$ cat src/common/car_pkg.sv
`default_nettype none

package car_pkg;

    // driving states, codes as used on the car
    typedef enum logic [1:0] {
        stop        = 2'b00,
        turn_right  = 2'b01,
        turn_left   = 2'b10,
        go_straight = 2'b11
    } drive_state_t;

    // all-dark run length before go straight gives up
    localparam logic [29:0] long_dark_cycles = 30'd20_000_000;

    // stable cycles before a sensor change is accepted
    localparam logic [15:0] debounce_cycles = 16'd1000;

    // display scan divider width
    localparam int scan_div_bits = 16;

    // pwm counter width, one period is 2**pwm_bits cycles
    localparam int pwm_bits = 8;

    // wheel duties
    localparam logic [7:0] duty_fast = 8'd200;
    localparam logic [7:0] duty_slow = 8'd60;

    // segment patterns, active low, bit 6 is segment g
    localparam logic [6:0] seg_table [16] = '{
        7'b1000000,
        7'b1111001,
        7'b0100100,
        7'b0110000,
        7'b0011001,
        7'b0010010,
        7'b0000010,
        7'b1111000,
        7'b0000000,
        7'b0010000,
        7'b0111111,
        7'b1111111,
        7'b1111111,
        7'b1111111,
        7'b1111111,
        7'b1111111
    };

endpackage

`default_nettype wire

$ cat src/hdl/sensor_sync.sv
`timescale 1ns/1ps
`default_nettype none

module sensor_sync #(
    parameter logic [15:0] debounce_cycles = car_pkg::debounce_cycles
) (
    input  wire logic clk,
    input  wire logic reset,
    input  wire logic left_track,
    input  wire logic mid_track,
    input  wire logic right_track,
    output logic      track_l,
    output logic      track_m,
    output logic      track_r
);

    logic [2:0]  sync_1;
    logic [2:0]  sync_2;
    logic [2:0]  held;
    logic [15:0] stable_cnt;

    // two-flop synchronizer, triple packed as {left, mid, right}
    always_ff @(posedge clk or posedge reset) begin
        if (reset) begin
            sync_1 <= 3'b000;
            sync_2 <= 3'b000;
        end else begin
            sync_1 <= {left_track, mid_track, right_track};
            sync_2 <= sync_1;
        end
    end

    // restart on a change still in flight or when nothing differs
    always_ff @(posedge clk or posedge reset) begin
        if (reset) begin
            stable_cnt <= 16'd0;
            held       <= 3'b000;
        end else if (sync_1 != sync_2 || sync_2 == held) begin
            stable_cnt <= 16'd0;
        end else if (stable_cnt == debounce_cycles - 16'd1) begin
            // debounce_cycles stable samples seen
            stable_cnt <= 16'd0;
            held       <= sync_2;
        end else begin
            stable_cnt <= stable_cnt + 16'd1;
        end
    end

    assign track_l = held[2];
    assign track_m = held[1];
    assign track_r = held[0];

    a_held_only_at_limit: assert property (
        @(posedge clk) disable iff (reset)
        (stable_cnt != debounce_cycles - 16'd1) |=> $stable(held)
    );

endmodule

`default_nettype wire

$ cat src/tracker/tracker_fsm.sv
`timescale 1ns/1ps
`default_nettype none

module tracker_fsm #(
    parameter logic [29:0] long_dark_cycles = car_pkg::long_dark_cycles
) (
    input  wire logic           clk,
    input  wire logic           reset,
    input  wire logic           start_move,
    input  wire logic           track_l,
    input  wire logic           track_m,
    input  wire logic           track_r,
    output car_pkg::drive_state_t state
);

    logic [2:0]            sensor;
    logic                  lap_ccw;
    logic [29:0]           dark_cnt;
    car_pkg::drive_state_t state_next;

    assign sensor = {track_l, track_m, track_r};

    // lap direction, set once when leaving the start mark on 011
    always_ff @(posedge clk or posedge reset) begin
        if (reset) begin
            lap_ccw <= 1'b0;
        end else if (sensor == 3'b011 && state == car_pkg::stop) begin
            lap_ccw <= 1'b1;
        end
    end

    // length of the current all-dark run, saturating
    always_ff @(posedge clk or posedge reset) begin
        if (reset) begin
            dark_cnt <= 30'd0;
        end else if (sensor != 3'b111) begin
            dark_cnt <= 30'd0;
        end else if (dark_cnt != {30{1'b1}}) begin
            dark_cnt <= dark_cnt + 30'd1;
        end
    end

    always_comb begin
        state_next = state;
        case (state)
            car_pkg::stop: begin
                if (start_move && (sensor == 3'b110 || sensor == 3'b011)) begin
                    state_next = car_pkg::go_straight;
                end
            end
            car_pkg::go_straight: begin
                if (sensor == 3'b111 && dark_cnt <= long_dark_cycles) begin
                    state_next = car_pkg::go_straight;
                end else if (sensor == 3'b111) begin
                    // lost the line for too long, swing toward the inside
                    state_next = lap_ccw ? car_pkg::turn_left : car_pkg::turn_right;
                end else begin
                    state_next = lap_ccw ? car_pkg::turn_right : car_pkg::turn_left;
                end
            end
            car_pkg::turn_left: begin
                if (lap_ccw) begin
                    if (sensor != 3'b111) begin
                        state_next = car_pkg::go_straight;
                    end
                end else if (sensor == 3'b110) begin
                    state_next = car_pkg::go_straight;
                end
            end
            car_pkg::turn_right: begin
                if (lap_ccw) begin
                    if (sensor == 3'b011) begin
                        state_next = car_pkg::go_straight;
                    end
                end else if (sensor != 3'b111) begin
                    state_next = car_pkg::go_straight;
                end
            end
            default: state_next = car_pkg::stop;
        endcase
    end

    always_ff @(posedge clk or posedge reset) begin
        if (reset) begin
            state <= car_pkg::stop;
        end else begin
            state <= state_next;
        end
    end

    a_start_needs_move: assert property (
        @(posedge clk) disable iff (reset)
        (state == car_pkg::stop && !start_move) |=> (state == car_pkg::stop)
    );

endmodule

`default_nettype wire

$ cat src/hdl/motor_pwm.sv
`timescale 1ns/1ps
`default_nettype none

module motor_pwm (
    input  wire logic                  clk,
    input  wire logic                  reset,
    input  wire car_pkg::drive_state_t state,
    output logic                       motor_left_pwm,
    output logic                       motor_right_pwm
);

    localparam int period = 2 ** car_pkg::pwm_bits;

    logic [car_pkg::pwm_bits-1:0] pwm_cnt;
    logic [car_pkg::pwm_bits-1:0] duty_l;
    logic [car_pkg::pwm_bits-1:0] duty_r;
    logic                         wrap;

    assign wrap = (pwm_cnt == {car_pkg::pwm_bits{1'b1}});

    always_ff @(posedge clk or posedge reset) begin
        if (reset) begin
            pwm_cnt <= '0;
        end else begin
            pwm_cnt <= pwm_cnt + 1'b1;
        end
    end

    // duties change only at the wrap, so a period is never cut short
    always_ff @(posedge clk or posedge reset) begin
        if (reset) begin
            duty_l <= '0;
            duty_r <= '0;
        end else if (wrap) begin
            case (state)
                car_pkg::go_straight: begin
                    duty_l <= car_pkg::duty_fast;
                    duty_r <= car_pkg::duty_fast;
                end
                car_pkg::turn_left: begin
                    duty_l <= car_pkg::duty_slow;
                    duty_r <= car_pkg::duty_fast;
                end
                car_pkg::turn_right: begin
                    duty_l <= car_pkg::duty_fast;
                    duty_r <= car_pkg::duty_slow;
                end
                default: begin
                    duty_l <= '0;
                    duty_r <= '0;
                end
            endcase
        end
    end

    assign motor_left_pwm  = (pwm_cnt < duty_l);
    assign motor_right_pwm = (pwm_cnt < duty_r);

    a_stop_period_quiet: assert property (
        @(posedge clk) disable iff (reset)
        (wrap && state == car_pkg::stop) |=> (!motor_left_pwm && !motor_right_pwm) [*period]
    );

endmodule

`default_nettype wire

$ cat src/display/seven_segment.sv
`timescale 1ns/1ps
`default_nettype none

module seven_segment #(
    parameter int scan_div_bits = car_pkg::scan_div_bits
) (
    input  wire logic                  clk,
    input  wire logic                  reset,
    input  wire car_pkg::drive_state_t state,
    input  wire logic                  track_l,
    input  wire logic                  track_m,
    input  wire logic                  track_r,
    output logic [6:0]                 segments,
    output logic [3:0]                 digit_sel
);

    logic [scan_div_bits-1:0] scan_div;
    logic                     scan_en;
    logic [3:0]               digit_val;

    // scan strobe, one cycle every 2**scan_div_bits
    always_ff @(posedge clk or posedge reset) begin
        if (reset) begin
            scan_div <= '0;
        end else begin
            scan_div <= scan_div + 1'b1;
        end
    end

    assign scan_en = (scan_div == {scan_div_bits{1'b1}});

    // select and its value move together
    always_ff @(posedge clk or posedge reset) begin
        if (reset) begin
            digit_sel <= 4'b1111;
            digit_val <= 4'd15;
        end else if (scan_en) begin
            case (digit_sel)
                4'b1110: begin
                    digit_sel <= 4'b1101;
                    digit_val <= {3'b000, track_m};
                end
                4'b1101: begin
                    digit_sel <= 4'b1011;
                    digit_val <= {3'b000, track_l};
                end
                4'b1011: begin
                    digit_sel <= 4'b0111;
                    digit_val <= {2'b00, state};
                end
                default: begin
                    // also the first step out of reset
                    digit_sel <= 4'b1110;
                    digit_val <= {3'b000, track_r};
                end
            endcase
        end
    end

    assign segments = car_pkg::seg_table[digit_val];

endmodule

`default_nettype wire

$ cat src/hdl/car_top.sv
`timescale 1ns/1ps
`default_nettype none

module car_top #(
    parameter logic [29:0] long_dark_cycles = car_pkg::long_dark_cycles,
    parameter logic [15:0] debounce_cycles  = car_pkg::debounce_cycles,
    parameter int          scan_div_bits    = car_pkg::scan_div_bits
) (
    input  wire logic             clk,
    input  wire logic             reset,
    input  wire logic             left_track,
    input  wire logic             mid_track,
    input  wire logic             right_track,
    input  wire logic             start_move,
    output car_pkg::drive_state_t state,
    output logic                  motor_left_pwm,
    output logic                  motor_right_pwm,
    output logic [6:0]            segments,
    output logic [3:0]            digit_sel
);

    // debounced sensor bits, 1 sees the line
    logic track_l;
    logic track_m;
    logic track_r;

    sensor_sync #(
        .debounce_cycles(debounce_cycles)
    ) sensor_sync_inst (
        .clk        (clk),
        .reset      (reset),
        .left_track (left_track),
        .mid_track  (mid_track),
        .right_track(right_track),
        .track_l    (track_l),
        .track_m    (track_m),
        .track_r    (track_r)
    );

    tracker_fsm #(
        .long_dark_cycles(long_dark_cycles)
    ) tracker_fsm_inst (
        .clk       (clk),
        .reset     (reset),
        .start_move(start_move),
        .track_l   (track_l),
        .track_m   (track_m),
        .track_r   (track_r),
        .state     (state)
    );

    motor_pwm motor_pwm_inst (
        .clk            (clk),
        .reset          (reset),
        .state          (state),
        .motor_left_pwm (motor_left_pwm),
        .motor_right_pwm(motor_right_pwm)
    );

    seven_segment #(
        .scan_div_bits(scan_div_bits)
    ) seven_segment_inst (
        .clk      (clk),
        .reset    (reset),
        .state    (state),
        .track_l  (track_l),
        .track_m  (track_m),
        .track_r  (track_r),
        .segments (segments),
        .digit_sel(digit_sel)
    );

endmodule

`default_nettype wire

$ cat config.mk
export PLATFORM = sky130hd
export DESIGN_NAME = car_top
export DESIGN_NICKNAME = d
export VERILOG_FILES = /design/src/common/car_pkg.sv /design/src/hdl/sensor_sync.sv /design/src/tracker/tracker_fsm.sv /design/src/hdl/motor_pwm.sv /design/src/display/seven_segment.sv /design/src/hdl/car_top.sv
export SDC_FILE = /design/constraint.sdc
export NUM_CORES = 1
export LEC_CHECK = 0
export ABC_AREA = 1
export BUFFER_PORTS_ARGS = -buffer_cell sky130_fd_sc_hd__buf_4
export CAP_MARGIN = 30
export CELL_PAD_IN_SITES_DETAIL_PLACEMENT = 1
export CELL_PAD_IN_SITES_GLOBAL_PLACEMENT = 1
export CORE_MARGIN = 3
export CORE_UTILIZATION = 47
export DETAILED_ROUTE_END_ITERATION = 10
export GPL_ROUTABILITY_DRIVEN = 0
export PLACE_DENSITY = 0.83
export SLEW_MARGIN = 10
export SYNTH_ARGS = -nofsm -noshare
export SYNTH_HDL_FRONTEND = slang
export SYNTH_SLANG_ARGS = --single-unit
$ cat constraint.sdc
create_clock -name clk -period 3.8 [get_ports clk]
set_clock_uncertainty 0.1 [all_clocks]
set_input_delay 0.57 -clock clk [delete_from_list [all_inputs] [get_ports clk]]
set_output_delay 0.57 -clock clk [all_outputs]
set_load 0.1 [all_outputs]
# == Yosys cells after proc, flatten, opt, wreduce, memory -nomap -nowiden ==
# Memory sizes are Yosys's and may differ from the RTL's.
# Cells that the tools add are included.
# word_totals
mem_bits_ro,112
mem_count,1
regBits,106
elab_cells,75
# mem_list
name,words,width,read_ports,rd_clocked_by_memory_dff,wr,line,text
(name not given),16,7,1,0,0,seven_segment.sv:60,assign segments = car_pkg::seg_table[digit_val];
# op_classes
addsub,4
n_bitwise,2
n_lt_le_gt_ge,4
n_eq_ne,19
mux,21
n_reduce_logical,11
# ops
op,count
$mux 30,2
$add 16x1->16 const B,2
$mux 16,2
$pmux 8 s2,2
$add 30x1->30 const B,1
$le 30x25->1 const B,1
$ne 30x30->1 const B,1
$mux 2,10
$eq 16x10->1 const B,1
$eq 16x16->1 const B,1
$lt 8x8->1,2
$mux 7,2
$eq 4x4->1 const B,3
$pmux 4 s3,1
$ne 3x3->1 const B,3
$add 8x1->8 const B,1
$eq 8x8->1 const B,1
$pmux 2 s4,1
$eq 3x3->1 const B,2
$pmux 2 s3,1
$ge 5x5->1 const B,1
$not 4->5,1
$eq 2x2->1 const B,2
$reduce_or 2->1,2
12 further kinds,15

# == Logic depth before layout (Yosys ltp) ==
# Gate-level depths: netlist of the first run.
# logic_depth
word_depth,5
depth_mapped,12

# == By module ==
# From an unflattened synthesis of the first run, not the netlist that was laid out.
# hier_totals
cells_unflattened,768
area_unflattened_um2,5711.7
# modules_own_cells
mod,seq_area_each_um2,area_each_um2,instances,cells_per_inst
tracker_fsm,825.8,2308.5,1,345
sensor_sync,625.6,1355.0,1,180
seven_segment,584.3,1146.1,1,129
motor_pwm,350.3,902.1,1,114

# == Least setup slack after synthesis of the first run ==
# No wires, ideal clock.
# synth_timing
kind,register to output
from,register seven_segment_inst.digit_val[0]
to,output segments[3]
path_slack_ns,-0.171
n_path_buf,1
arrival_ns,3.301
t_required_ns,3.130
stages_incl_launch_ff,4
path_cell_list,dfstp_2 -> inv_1 -> o21ai_0 -> buf_4
# synth_via
elab_chain_len,4
# synth_rtl
element,line,text
from (decl),seven_segment.sv:19,logic [3:0] digit_val;
from (signal assigned),seven_segment.sv:41,"digit_val <= {3'b000, track_m};"
from (signal assigned),seven_segment.sv:45,"digit_val <= {3'b000, track_l};"
from (signal assigned),seven_segment.sv:49,"digit_val <= {2'b00, state};"
$not 4->5 (implied by the code),seven_segment.sv:60,
$mem_v2 16x7,-,
$mux 7 (implied by the code) (2 in series),seven_segment.sv:60,
to (decl),car_top.sv:18,"output logic [6:0] segments,"
# No other way between the ends. The select of a mux whose other input is x is not followed.

# == Final worst setup path of the first run ==
# layout_timing
from,register motor_pwm_inst.pwm_cnt[5] (netlist name)
to,output motor_right_pwm
# layout_via
elab_chain_len,1
# layout_rtl
element,line,text
from (decl),motor_pwm.sv:14,logic [car_pkg::pwm_bits-1:0] pwm_cnt;
from (signal assigned),motor_pwm.sv:25,pwm_cnt <= pwm_cnt + 1'b1;
$lt 8x8->1,motor_pwm.sv:57,assign motor_right_pwm = (pwm_cnt < duty_r);
to (decl),car_top.sv:17,"output logic motor_right_pwm,"
# No other way between the ends.

==> results of run 1 <==
synthesized netlist by cell type, types with 2 or more instances:
cell     count
a31oi_1      9
xor2_1      18
buf_6        2
nand2_2      4
ha_1        15
nor2_1      90
or2_2        2
nand3_1     50
xnor2_1     10
o22ai_1      3
inv_2        5
nor3b_1      7
nor2_2       2
o21ai_1      3
o31ai_1      4
nand3_2      2
dfstp_2      7
o21ai_0     37
nor3_2       5
nor4_1       3
buf_2        4
inv_1       84
nand4_1     18
a21oi_1     22
nor2_4       3
nor3_1      24
dfrtp_1     88
nand2_1    136
critical path, delay by kind of cell (launching register included):
| family | cells | cell delay (ns) |
|---|---|---|
| flip-flops | 1 | 0.45 |
| adder cells (fa/ha/maj) | 1 | 0.32 |
| AO/OA/AOI/OAI | 3 | 0.40 |
| buffers and inverters | 1 | 0.31 |
worst min path at each step:
stage,start,end,slack (ns),cells past startpoint
6_report,reset,sensor_sync_inst.stable_cnt[11],0.12,2
5_1_grt,reset,sensor_sync_inst.sync_2[2],0.15,2
4_1_cts,reset,sensor_sync_inst.stable_cnt[11],0.13,2
3_5_place_dp,sensor_sync_inst.sync_1[0],sensor_sync_inst.sync_2[0],0.30,0
3_3_place_gp,sensor_sync_inst.sync_1[0],sensor_sync_inst.sync_2[0],0.29,0
2_1_floorplan,sensor_sync_inst.sync_1[1],sensor_sync_inst.sync_2[1],0.27,0
layout make-up:
cell class	count	share of cell area [%]
flip-flops and latches	95	41.5
well taps	136	2.96
clock inverters	7	1.46
inverters	90	5.96
clock buffers	9	2.15
multi-input cells	474	43.0
repair buffers	23	3.00
cell families after synthesis:
group                      Yosys count  synth area share [%]
xor gates and xnor gates            28                  4.66
buffers and inverters               99                  7.56
adders and majority gates           15                  3.57
muxes                                1                 0.214
and+or+nand+nor                    350                  30.4
AOI/OAI and AO/OA                   80                  8.18
DFF                                 95                  45.4
through the flow:
stage	hold slack, ns	instances	worst slack (ns)	cell area [um^2]	total power, mW
2_1_floorplan	0.274	668	0.454	5260	1.06
3_3_place_gp	0.292	818	1.77	5550	1.08
3_5_place_dp	0.303	818	1.64	5550	1.08
4_1_cts	0.128	834	1.25	5760	1.80
5_1_grt	0.148	834	1.15	5760	1.85
6_report	0.116	834	1.26	5760	1.77
per-layer routing:
layer	track usage [%]	vias up	part of all wire, %
li1	-	2228	-
met1	27.4	2307	43
met2	42.0	62	52
met3	5.27	21	3.2
met4	7.22	0	1.7
met5	0	-	0
flip-flops by register name, indices dropped and copies added, names as in the netlist, 4 cells and up:
signal,flops
tracker_fsm_inst.dark_cnt,30
sensor_sync_inst.stable_cnt,16
seven_segment_inst.scan_div,16
motor_pwm_inst.pwm_cnt,8
seven_segment_inst.digit_sel,4
power groups by stage:
stage / registers, mW / logic (mW) / clock network [mW]
CTS: 1.02 / 0.0403 / 0.745
global placement: 1.04 / 0.0386 / 0
floorplan: 1.04 / 0.0246 / 0
global route: 1.02 / 0.0447 / 0.781
finish: 1.02 / 0.0377 / 0.719
detailed placement: 1.04 / 0.0402 / 0
==> impl_results.md, run 1 <==
- Status: complete, no violations
- Sequential Area: 2390 um^2
- Fin util: 54.3%
- Io pins: 21
- FP Rows: 37
- Min-delay worst type: in -> async
- Placeable Area: 10600 um^2
- Die Span Y: 112 um
- Clock sinks: 95
- Total Routing Usage GR: 23.3%
- Count of final setup violators: 0
- Initial antenna violation count: 0
- Vias per cell: 5.54
- VDD IR max: 0.000307 V
- Main synth FF type: dfrtp_1
- Critical Path AT: 1.87 ns
- Final setup TNS: 0 ns
- Drt drc: 0
- Worst setup SP type: register
- # diodes: 0
- Area leader, netlist: dfrtp_1
- Min Clock Period, post-route: 2.54 ns
- Clock root buffer: clkbuf_8
- Psw: 432 uW
- Sequential Power Share: 57.4%
- Drt total wl: 13.8 mm
- Commonest non-fill, non-tap cells in the layout: nand2_1 (136), nor2_1 (90), dfrtp_1 (88)
- Worst r2r path cells: 7
- Synth Cell Area: 5260 um^2
- CP Cell Sequence: ha_1 > a21oi_1 > o21ai_0 > a21oi_1 > buf_4
- Drt first pass iters: 4
- Slew Limit Fails: 0
- Crit-path most repeated cell: a21oi_1
- Slew @ Worst Pin: 0.651 ns
- Clock transition at path regs: 0.10 ns
- Clk buf depth: 2
- Nets: 714
- Number of global-route vias before repair: 5036
- CP max FO: 5
- Syn Inst Count: 668
- Die ar.: 12500 um^2
- CP peak stage delay: 0.45 ns
- Port Buf Inserts: 20
- Final hold viol count: 0
- Post-synthesis async set-or-reset flop share: 100%
- CP max stage cell: dfrtp_1
- Seq/Total Area, Yosys: 45.4%
- Int Pwr: 1.34 mW
- Num CTS Buffers: 9
- CTS tree: yes
- Hold Buf Count CTS: 0
- Critical path required time: 3.13 ns
- Crit. Startpoint: motor_pwm_inst.pwm_cnt[5]
- Max Cap Viol: 0
- Final antenna-violating net count: 0
- EDFF count, synth: 0
- Fill cell count: 1332
- Synth unique cells: 39
- First-pass GRT wire length: 23.7 mm
- Power per cell area: 308 nW/um^2
- Die width: 112 um
- Crit path to: motor_right_pwm
- Setup slack, reg-to-reg: 1.66 ns
- Largest net degree at the start of global routing: 47
- Yosys warns: 0
- Critical R2R Launch: motor_pwm_inst.pwm_cnt[0]
- Synth top area share: 41.9%
- Final Cycle Share: 66.8%
- Synth area leaders: dfrtp_1 (42%), nand2_1 (9.7%), nor2_1 (6.4%)
- Clk pwr share: 40.5%
- DRT iter0 DRCs: 196
- Sw Ratio: 24.4%
- Routed WL per cell: 16.5 um
- Vias: 4618
- Hpwl dp: 10.6 mm
- Grt total ovfl: 0
- RSZ-0062 raised after global routing: false
- Post_cts resized: 0
- Seq cells post-synth: 95
- Combinational Power Share: 2.1%
- Commonest non-fill, non-tap cell in the layout: nand2_1
- Starting Density: 49.6%
- LEAKAGE: 2.64 nW
- Max Freq: 394 MHz
- Skew-Pair Late Insertion Delay: 0.39 ns
- Share of layout cells above drive strength 1: 10.6%
- Multi-input gate area: 2480 um^2
- CP endpoint kind: output port
- Synthesized Nets: 689
- H-tree depth: 3
- Slew headroom: 56.5%
- RR Endpoint: motor_pwm_inst.duty_l[3]
- Area Growth Syn to Fin: 9.42%
- CP Class: reg -> out
- Mean Syn Cell Area: 7.87 um^2
- Setup bufs post-CTS: 0
No activity file was read; power rests on OpenSTA's default activity.
==> inputs of run 2 (changes only) <==
==> constraint.sdc (replaced) <==
create_clock -name clk -period 2.4 [get_ports clk]
set_clock_uncertainty 0.1 [all_clocks]
set_input_delay 0.36 -clock clk [delete_from_list [all_inputs] [get_ports clk]]
set_output_delay 0.36 -clock clk [all_outputs]
set_load 0.1 [all_outputs]
==> impl_results.md, run 2 (synthesized netlist as in run 1, its figures left out) <==
- Die ar.: 12500 um^2 (unchanged)
- Nets: 722 (+1.1%)
- Int Pwr: 2.03 mW (+51%)
- Critical Path AT: 1.80 ns (-0.07 ns)
- Die Span Y: 112 um (unchanged)
- Drt total wl: 13.6 mm (-0.95%)
- FP Rows: 37 (unchanged)
- LEAKAGE: 2.66 nW (+1.0%)
- CP delay by family, top: flip-flops
- # diodes: 0 (unchanged)
- Max Cap Viol: 0 (unchanged)
- Starting Density: 49.6% (unchanged)
- Total Routing Usage GR: 23.4% (+0.14 points)
- H-tree depth: 3 (unchanged)
- Skew-Pair Late Insertion Delay: 0.40 ns (about the same)
- Num CTS Buffers: 9 (unchanged)
- Hold Crit Depth: 0
- Initial antenna violation count: 0 (unchanged)
- Final antenna-violating net count: 0 (unchanged)
- Regs by FF count: tracker_fsm_inst.dark_cnt x30, sensor_sync_inst.stable_cnt x16, seven_segment_inst.scan_div x16
- Grt total ovfl: 0 (unchanged)
- Max Freq: 442 MHz
- Port Buf Inserts: 20 (unchanged)
- Commonest non-fill, non-tap cell in the layout: nand2_1
- Clk pwr share: 38.2% (-2.3 points)
- Min Clock Period, post-route: 2.26 ns
- Fill cell count: 1324 (-0.60%)
- Sw Ratio: 25.5% (+1.2 points)
- Critical R2R Launch: motor_pwm_inst.pwm_cnt[0]
- Min-delay worst type: reg -> reg
- Placeable Area: 10600 um^2 (unchanged)
- VDD IR max: 0.000457 V (+49%)
- RR Endpoint: motor_pwm_inst.duty_l[3]
- CP peak stage delay: 0.47 ns (+0.02 ns)
- CP max stage cell: dfrtp_1
- Routed WL per cell: 16.2 um (-1.9%)
- Count of final setup violators: 0 (unchanged)
- Vias: 4586 (-0.69%)
- DRT iter0 DRCs: 217 (+11%)
- Setup slack, reg-to-reg: 0.25 ns (-1.41 ns)
- Non-Filler Instances: 842 (+0.96%)
- Clock sinks: 95 (unchanged)
- Largest net degree at the start of global routing: 30 (-36%)
- RSZ-0062 raised after global routing: false
- Reg with most FFs: tracker_fsm_inst.dark_cnt
- Drt drc: 0 (unchanged)
- Status: complete, no violations
- CP max FO: 5 (unchanged)
- Combinational Power Share: 2.6% (+0.5 points)
- Critical path required time: 1.94 ns (-1.19 ns)
- Sequential Power Share: 59.2% (+1.8 points)
- Area Growth Syn to Fin: 11.1%
- Setup bufs post-CTS: 0 (unchanged)
- CP endpoint kind: output port
- Hold_sp: sensor_sync_inst.sync_1[2]
- Dpl cells: 822 (+0.49%)
- Tot Pwr: 2.72 mW (+53%)
- Die width: 112 um (unchanged)
- Setup ws final: 0.139 ns (-1.12 ns)
- First-pass GRT wire length: 23.8 mm (+0.52%)
- Slew headroom: 56.2% (-0.32 points)
- Drt first pass iters: 4 (unchanged)
- CP Class: reg -> out
- Sequential Area: 2390 um^2 (unchanged)
- Multi-input gate area: 2490 um^2 (+0.46%)
- Number of global-route vias before repair: 4994 (-0.83%)
- Worst r2r path cells: 7 (unchanged)
- Slew Limit Fails: 0 (unchanged)
- CP Cell Sequence: ha_1 > a21oi_1 > o21ai_0 > a21oi_2 > buf_6
- Clk buf depth: 2 (unchanged)
- Clock root buffer: clkbuf_8
- Share of layout cells above drive strength 1: 11.5% (+0.87 points)
- Worst Path Buf+Inv: 1 (unchanged)
- Final Cycle Share: 94.2%
- Vias per cell: 5.45 (-1.6%)
- Crit path depth: 5 (unchanged)
- Clock transition at path regs: 0.11 ns (about the same)
- Max FFs per register: 30 (unchanged)
- Hpwl dp: 10.5 mm (-1.6%)
- CTS tree: yes
- Final hold viol count: 0 (unchanged)
- Commonest non-fill, non-tap cells in the layout: nand2_1 (136), nor2_1 (90), dfrtp_1 (88)
- Psw: 696 uW (+61%)
- Hold Path Sink: sensor_sync_inst.sync_2[2]
- Slew @ Worst Pin: 0.656 ns (+0.00575 ns)
- Worst setup SP type: register
- Io pins: 21 (unchanged)
- Power per cell area: 466 nW/um^2 (+51%)
- Final setup TNS: 0 ns (unchanged)
- Placement Setup Slack: 0.287 ns (-1.35 ns)
## run 2: how the worst max path moves through the flow
stage / end / slack [ns] / start
6_report: motor_left_pwm / 0.14 / motor_pwm_inst.pwm_cnt[5]
5_1_grt: motor_right_pwm / 0.01 / motor_pwm_inst.duty_r[6]
4_1_cts: motor_right_pwm / 0.03 / motor_pwm_inst.duty_r[6]
3_5_place_dp: tracker_fsm_inst.dark_cnt[1] / 0.29 / tracker_fsm_inst.dark_cnt[1]
3_3_place_gp: tracker_fsm_inst.dark_cnt[1] / 0.47 / tracker_fsm_inst.dark_cnt[0]
2_1_floorplan: segments[2] / 0.008 / seven_segment_inst.digit_val[1]
## run 2: cell type report
type | instances | share of cell area (%)
Clock inverter | 7 | 1.13
Timing Repair Buffer | 31 | 4.56
Sequential cell | 95 | 40.8
Tap cell | 136 | 2.91
Clock buffer | 9 | 2.12
Multi-Input combinational cell | 474 | 42.6
Inverter | 90 | 5.89
## run 2: timing repair
action / CTS / global route
endpoints found under the hold margin: 21 / 0
setup endpoints to repair: 0 / 2
resized for setup: 0 / 4
hold buffers: 4 / 0
## run 2: power groups by stage
stage	Clock, mW	Combinational [mW]	Sequential, mW
final	1.04	0.0718	1.61
after global routing	1.14	0.0826	1.61
after CTS	1.08	0.0750	1.61
after detailed placement	0	0.0698	1.64
after global placement	0	0.0668	1.64
after floorplan	0	0.0393	1.64
## run 2: metal layers
layer  share of wire (%)  up-vias  GRT usage [%]
met1                  44     2272           28.6
met5                   0        -              0
met3                 2.9       19           4.62
li1                    -     2241              -
met2                  51       54           41.9
met4                 1.5        0           6.73
## run 2: per-stage QoR
stage | hold WS [ns] | instance area (um^2) | util, %
after floorplan | 0.274 | 5280 | -
final | 0.297 | 5840 | 55.1
after CTS | 0.298 | 5830 | 55.0
after global routing | 0.312 | 5840 | 55.1
after global placement | 0.289 | 5600 | 52.9
after detailed placement | 0.293 | 5600 | 52.9
==> inputs of run 3 (changes only) <==
==> constraint.sdc (replaced) <==
create_clock -name clk -period 2.4 [get_ports clk]
set_clock_uncertainty 0.1 [all_clocks]
set_input_delay 0.36 -clock clk [delete_from_list [all_inputs] [get_ports clk]]
set_output_delay 0.36 -clock clk [all_outputs]
set_load 0.02 [all_outputs]
==> impl_results.md, run 3 (synthesized netlist as in run 1, its figures left out) <==
- Status: complete, no violations
- Die width: 112 um (unchanged)
- Starting Density: 49.6% (unchanged)
- Fin util: 55.3% (+0.17 points)
- Sw Ratio: 23.6% (-1.9 points)
- Combinational Power Share: 2.4% (-0.2 points)
- Post-Layout Inst Area: 5860 um^2 (+0.30%)
- Number of global-route vias before repair: 5035 (+0.82%)
- Critical path required time: 1.94 ns (about the same)
- Vias per cell: 5.52 (+1.3%)
- Non-Filler Instances: 841 (-0.12%)
- Dpl cells: 821 (-0.12%)
- Power per cell area: 501 nW/um^2 (+7.4%)
- Crit. Startpoint: motor_pwm_inst.pwm_cnt[5]
- CP peak stage delay: 0.45 ns (-0.02 ns)
- CP max FO: 5 (unchanged)
- Clk buf depth: 2 (unchanged)
- Final hold viol count: 0 (unchanged)
- Commonest non-fill, non-tap cells in the layout: nand2_1 (136), nor2_1 (89), dfrtp_1 (88)
- Regs by FF count: tracker_fsm_inst.dark_cnt x30, sensor_sync_inst.stable_cnt x16, seven_segment_inst.scan_div x16
- H-tree depth: 3 (unchanged)
- CP max stage cell: dfrtp_1
- First-pass GRT wire length: 24.1 mm (+1.2%)
- DRT iter0 DRCs: 261 (+20%)
- Nets: 721 (-0.14%)
- Slew @ Worst Pin: 0.638 ns (-0.0186 ns)
- Tot Pwr: 2.93 mW (+7.7%)
- RR Endpoint: tracker_fsm_inst.dark_cnt[1]
- Critical R2R Launch: tracker_fsm_inst.dark_cnt[0]
- Grt total ovfl: 0 (unchanged)
- Multi-input gate area: 2480 um^2 (-0.35%)
- Clock transition at path regs: 0.11 ns (about the same)
- Area Growth Syn to Fin: 11.4%
- Count of final setup violators: 0 (unchanged)
- Max FFs per register: 30 (unchanged)
- Max Cap Viol: 0 (unchanged)
- Vias: 4639 (+1.2%)
- Psw: 694 uW (-0.27%)
- Clk pwr share: 42.7% (+4.5 points)
- Setup bufs post-CTS: 0 (unchanged)
- CTS tree: yes
- Final antenna-violating net count: 0 (unchanged)
- Critical Path AT: 1.68 ns (-0.12 ns)
- Share of layout cells above drive strength 1: 11.1% (-0.41 points)
- Drt total wl: 14.0 mm (+2.9%)
- Worst r2r path cells: 9 (+2)
- Largest net degree at the start of global routing: 31 (+3.3%)
- Drt drc: 0 (unchanged)
- Routed WL per cell: 16.7 um (+3.0%)
- Clock root buffer: clkbuf_8
- Hold Crit Depth: 0 (unchanged)
- Int Pwr: 2.24 mW (+10%)
- Slew headroom: 57.4% (+1.2 points)
- Reg with most FFs: tracker_fsm_inst.dark_cnt
- Total Routing Usage GR: 23.5% (+0.074 points)
- Slew Limit Fails: 0 (unchanged)
- CP Class: reg -> out
- Drt first pass iters: 4 (unchanged)
- CP Cell Sequence: ha_1 > a21oi_1 > o21ai_0 > a21oi_1 > buf_4
- Die Span Y: 112 um (unchanged)
- Max Freq: 467 MHz (+5.6%)
- LEAKAGE: 2.68 nW (+0.59%)
- Crit-path most repeated cell: a21oi_1
- Die ar.: 12500 um^2 (unchanged)
- Skew-Pair Late Insertion Delay: 0.39 ns (about the same)
- Num CTS Buffers: 9 (unchanged)
- Setup slack, reg-to-reg: 0.37 ns (+0.12 ns)
- Min-delay worst type: reg -> reg
- DP Area: 5580 um^2 (-0.33%)
- RSZ-0062 raised after global routing: false
- Clock sinks: 95 (unchanged)
- Crit path to: motor_right_pwm
- Placeable Area: 10600 um^2 (unchanged)
- Worst setup SP type: register
- FP Rows: 37 (unchanged)
- # diodes: 0 (unchanged)
- Commonest non-fill, non-tap cell in the layout: nand2_1
- CP endpoint kind: output port
- Port Buf Inserts: 20 (unchanged)
- Hpwl dp: 10.8 mm (+2.9%)
- Io pins: 21 (unchanged)
- Initial antenna violation count: 0 (unchanged)
- Min Clock Period, post-route: 2.14 ns (-0.119 ns)
- Sequential Power Share: 54.9% (-4.3 points)
- Final Cycle Share: 89.2% (-5.0 points)
- Sequential Area: 2390 um^2 (unchanged)
- Final setup TNS: 0 ns (unchanged)
- VDD IR max: 0.000459 V (+0.40%)
- Fill cell count: 1332 (+0.60%)
## run 3: cell count changes in the layout (fill, tap and decap cells not counted), moves of 2 or more
| cell | delta |
|---|---|
| o21ai_0 | +3 |
| a21oi_1 | +2 |
| a21oi_2 | -2 |
| bufinv_16 | +2 |
| inv_6 | -2 |
| inv_8 | +2 |
| o21ai_1 | -2 |
## run 3: what timing repair did
item	CTS	global route
hold endpoints to repair	21	0
hold buffers	4	0
endpoints found under the setup margin	0	2
gates resized for setup	0	1
## run 3: stage by stage
stage                     hold slack, ns  worst slack, ns
after floorplan                    0.274            0.584
after CTS                          0.312            0.178
after global routing               0.312           0.0968
after detailed placement           0.305            0.203
final                              0.308            0.259
after global placement             0.289            0.444
## run 3: critical path, delay by kind of cell (launching register included)
kind	cells	cell delay (ns)
AOI/OAI and AO/OA	3	0.36
DFF	1	0.45
buffers and inverters	1	0.16
adders and majority gates	1	0.32
## run 3: power groups by stage
stage	clock network [mW]	registers (mW)	logic (mW)
3_3_place_gp	0	1.64	0.0647
6_report	1.25	1.61	0.0700
5_1_grt	1.35	1.61	0.0800
3_5_place_dp	0	1.64	0.0679
4_1_cts	1.29	1.61	0.0733
2_1_floorplan	0	1.64	0.0393
## run 3: how the worst min path moves through the flow
stage                                     startpoint                         end  slack, ns
final                     sensor_sync_inst.sync_1[2]  sensor_sync_inst.sync_2[2]       0.31
after global routing      sensor_sync_inst.sync_1[1]  sensor_sync_inst.sync_2[1]       0.31
after CTS                 sensor_sync_inst.sync_1[1]  sensor_sync_inst.sync_2[1]       0.31
after detailed placement  sensor_sync_inst.sync_1[2]  sensor_sync_inst.sync_2[2]       0.31
after global placement    sensor_sync_inst.sync_1[1]  sensor_sync_inst.sync_2[1]       0.29
after floorplan           sensor_sync_inst.sync_1[1]  sensor_sync_inst.sync_2[1]       0.27
## run 3: final cells by class
class | count | share of cell area [%]
Clock buffer | 9 | 2.11
Clock inverter | 7 | 1.90
Inverter | 90 | 5.87
Multi-Input combinational cell | 474 | 42.3
Sequential cell | 95 | 40.7
Tap cell | 136 | 2.90
Timing Repair Buffer | 30 | 4.23
## run 3: layer usage
metal	global-route usage, %	wire [um]	vias up
li1	-	-	2240
met1	28.6	6100	2312
met2	42.1	7230	63
met3	5.16	442	24
met4	6.00	262	0
met5	0	0	-
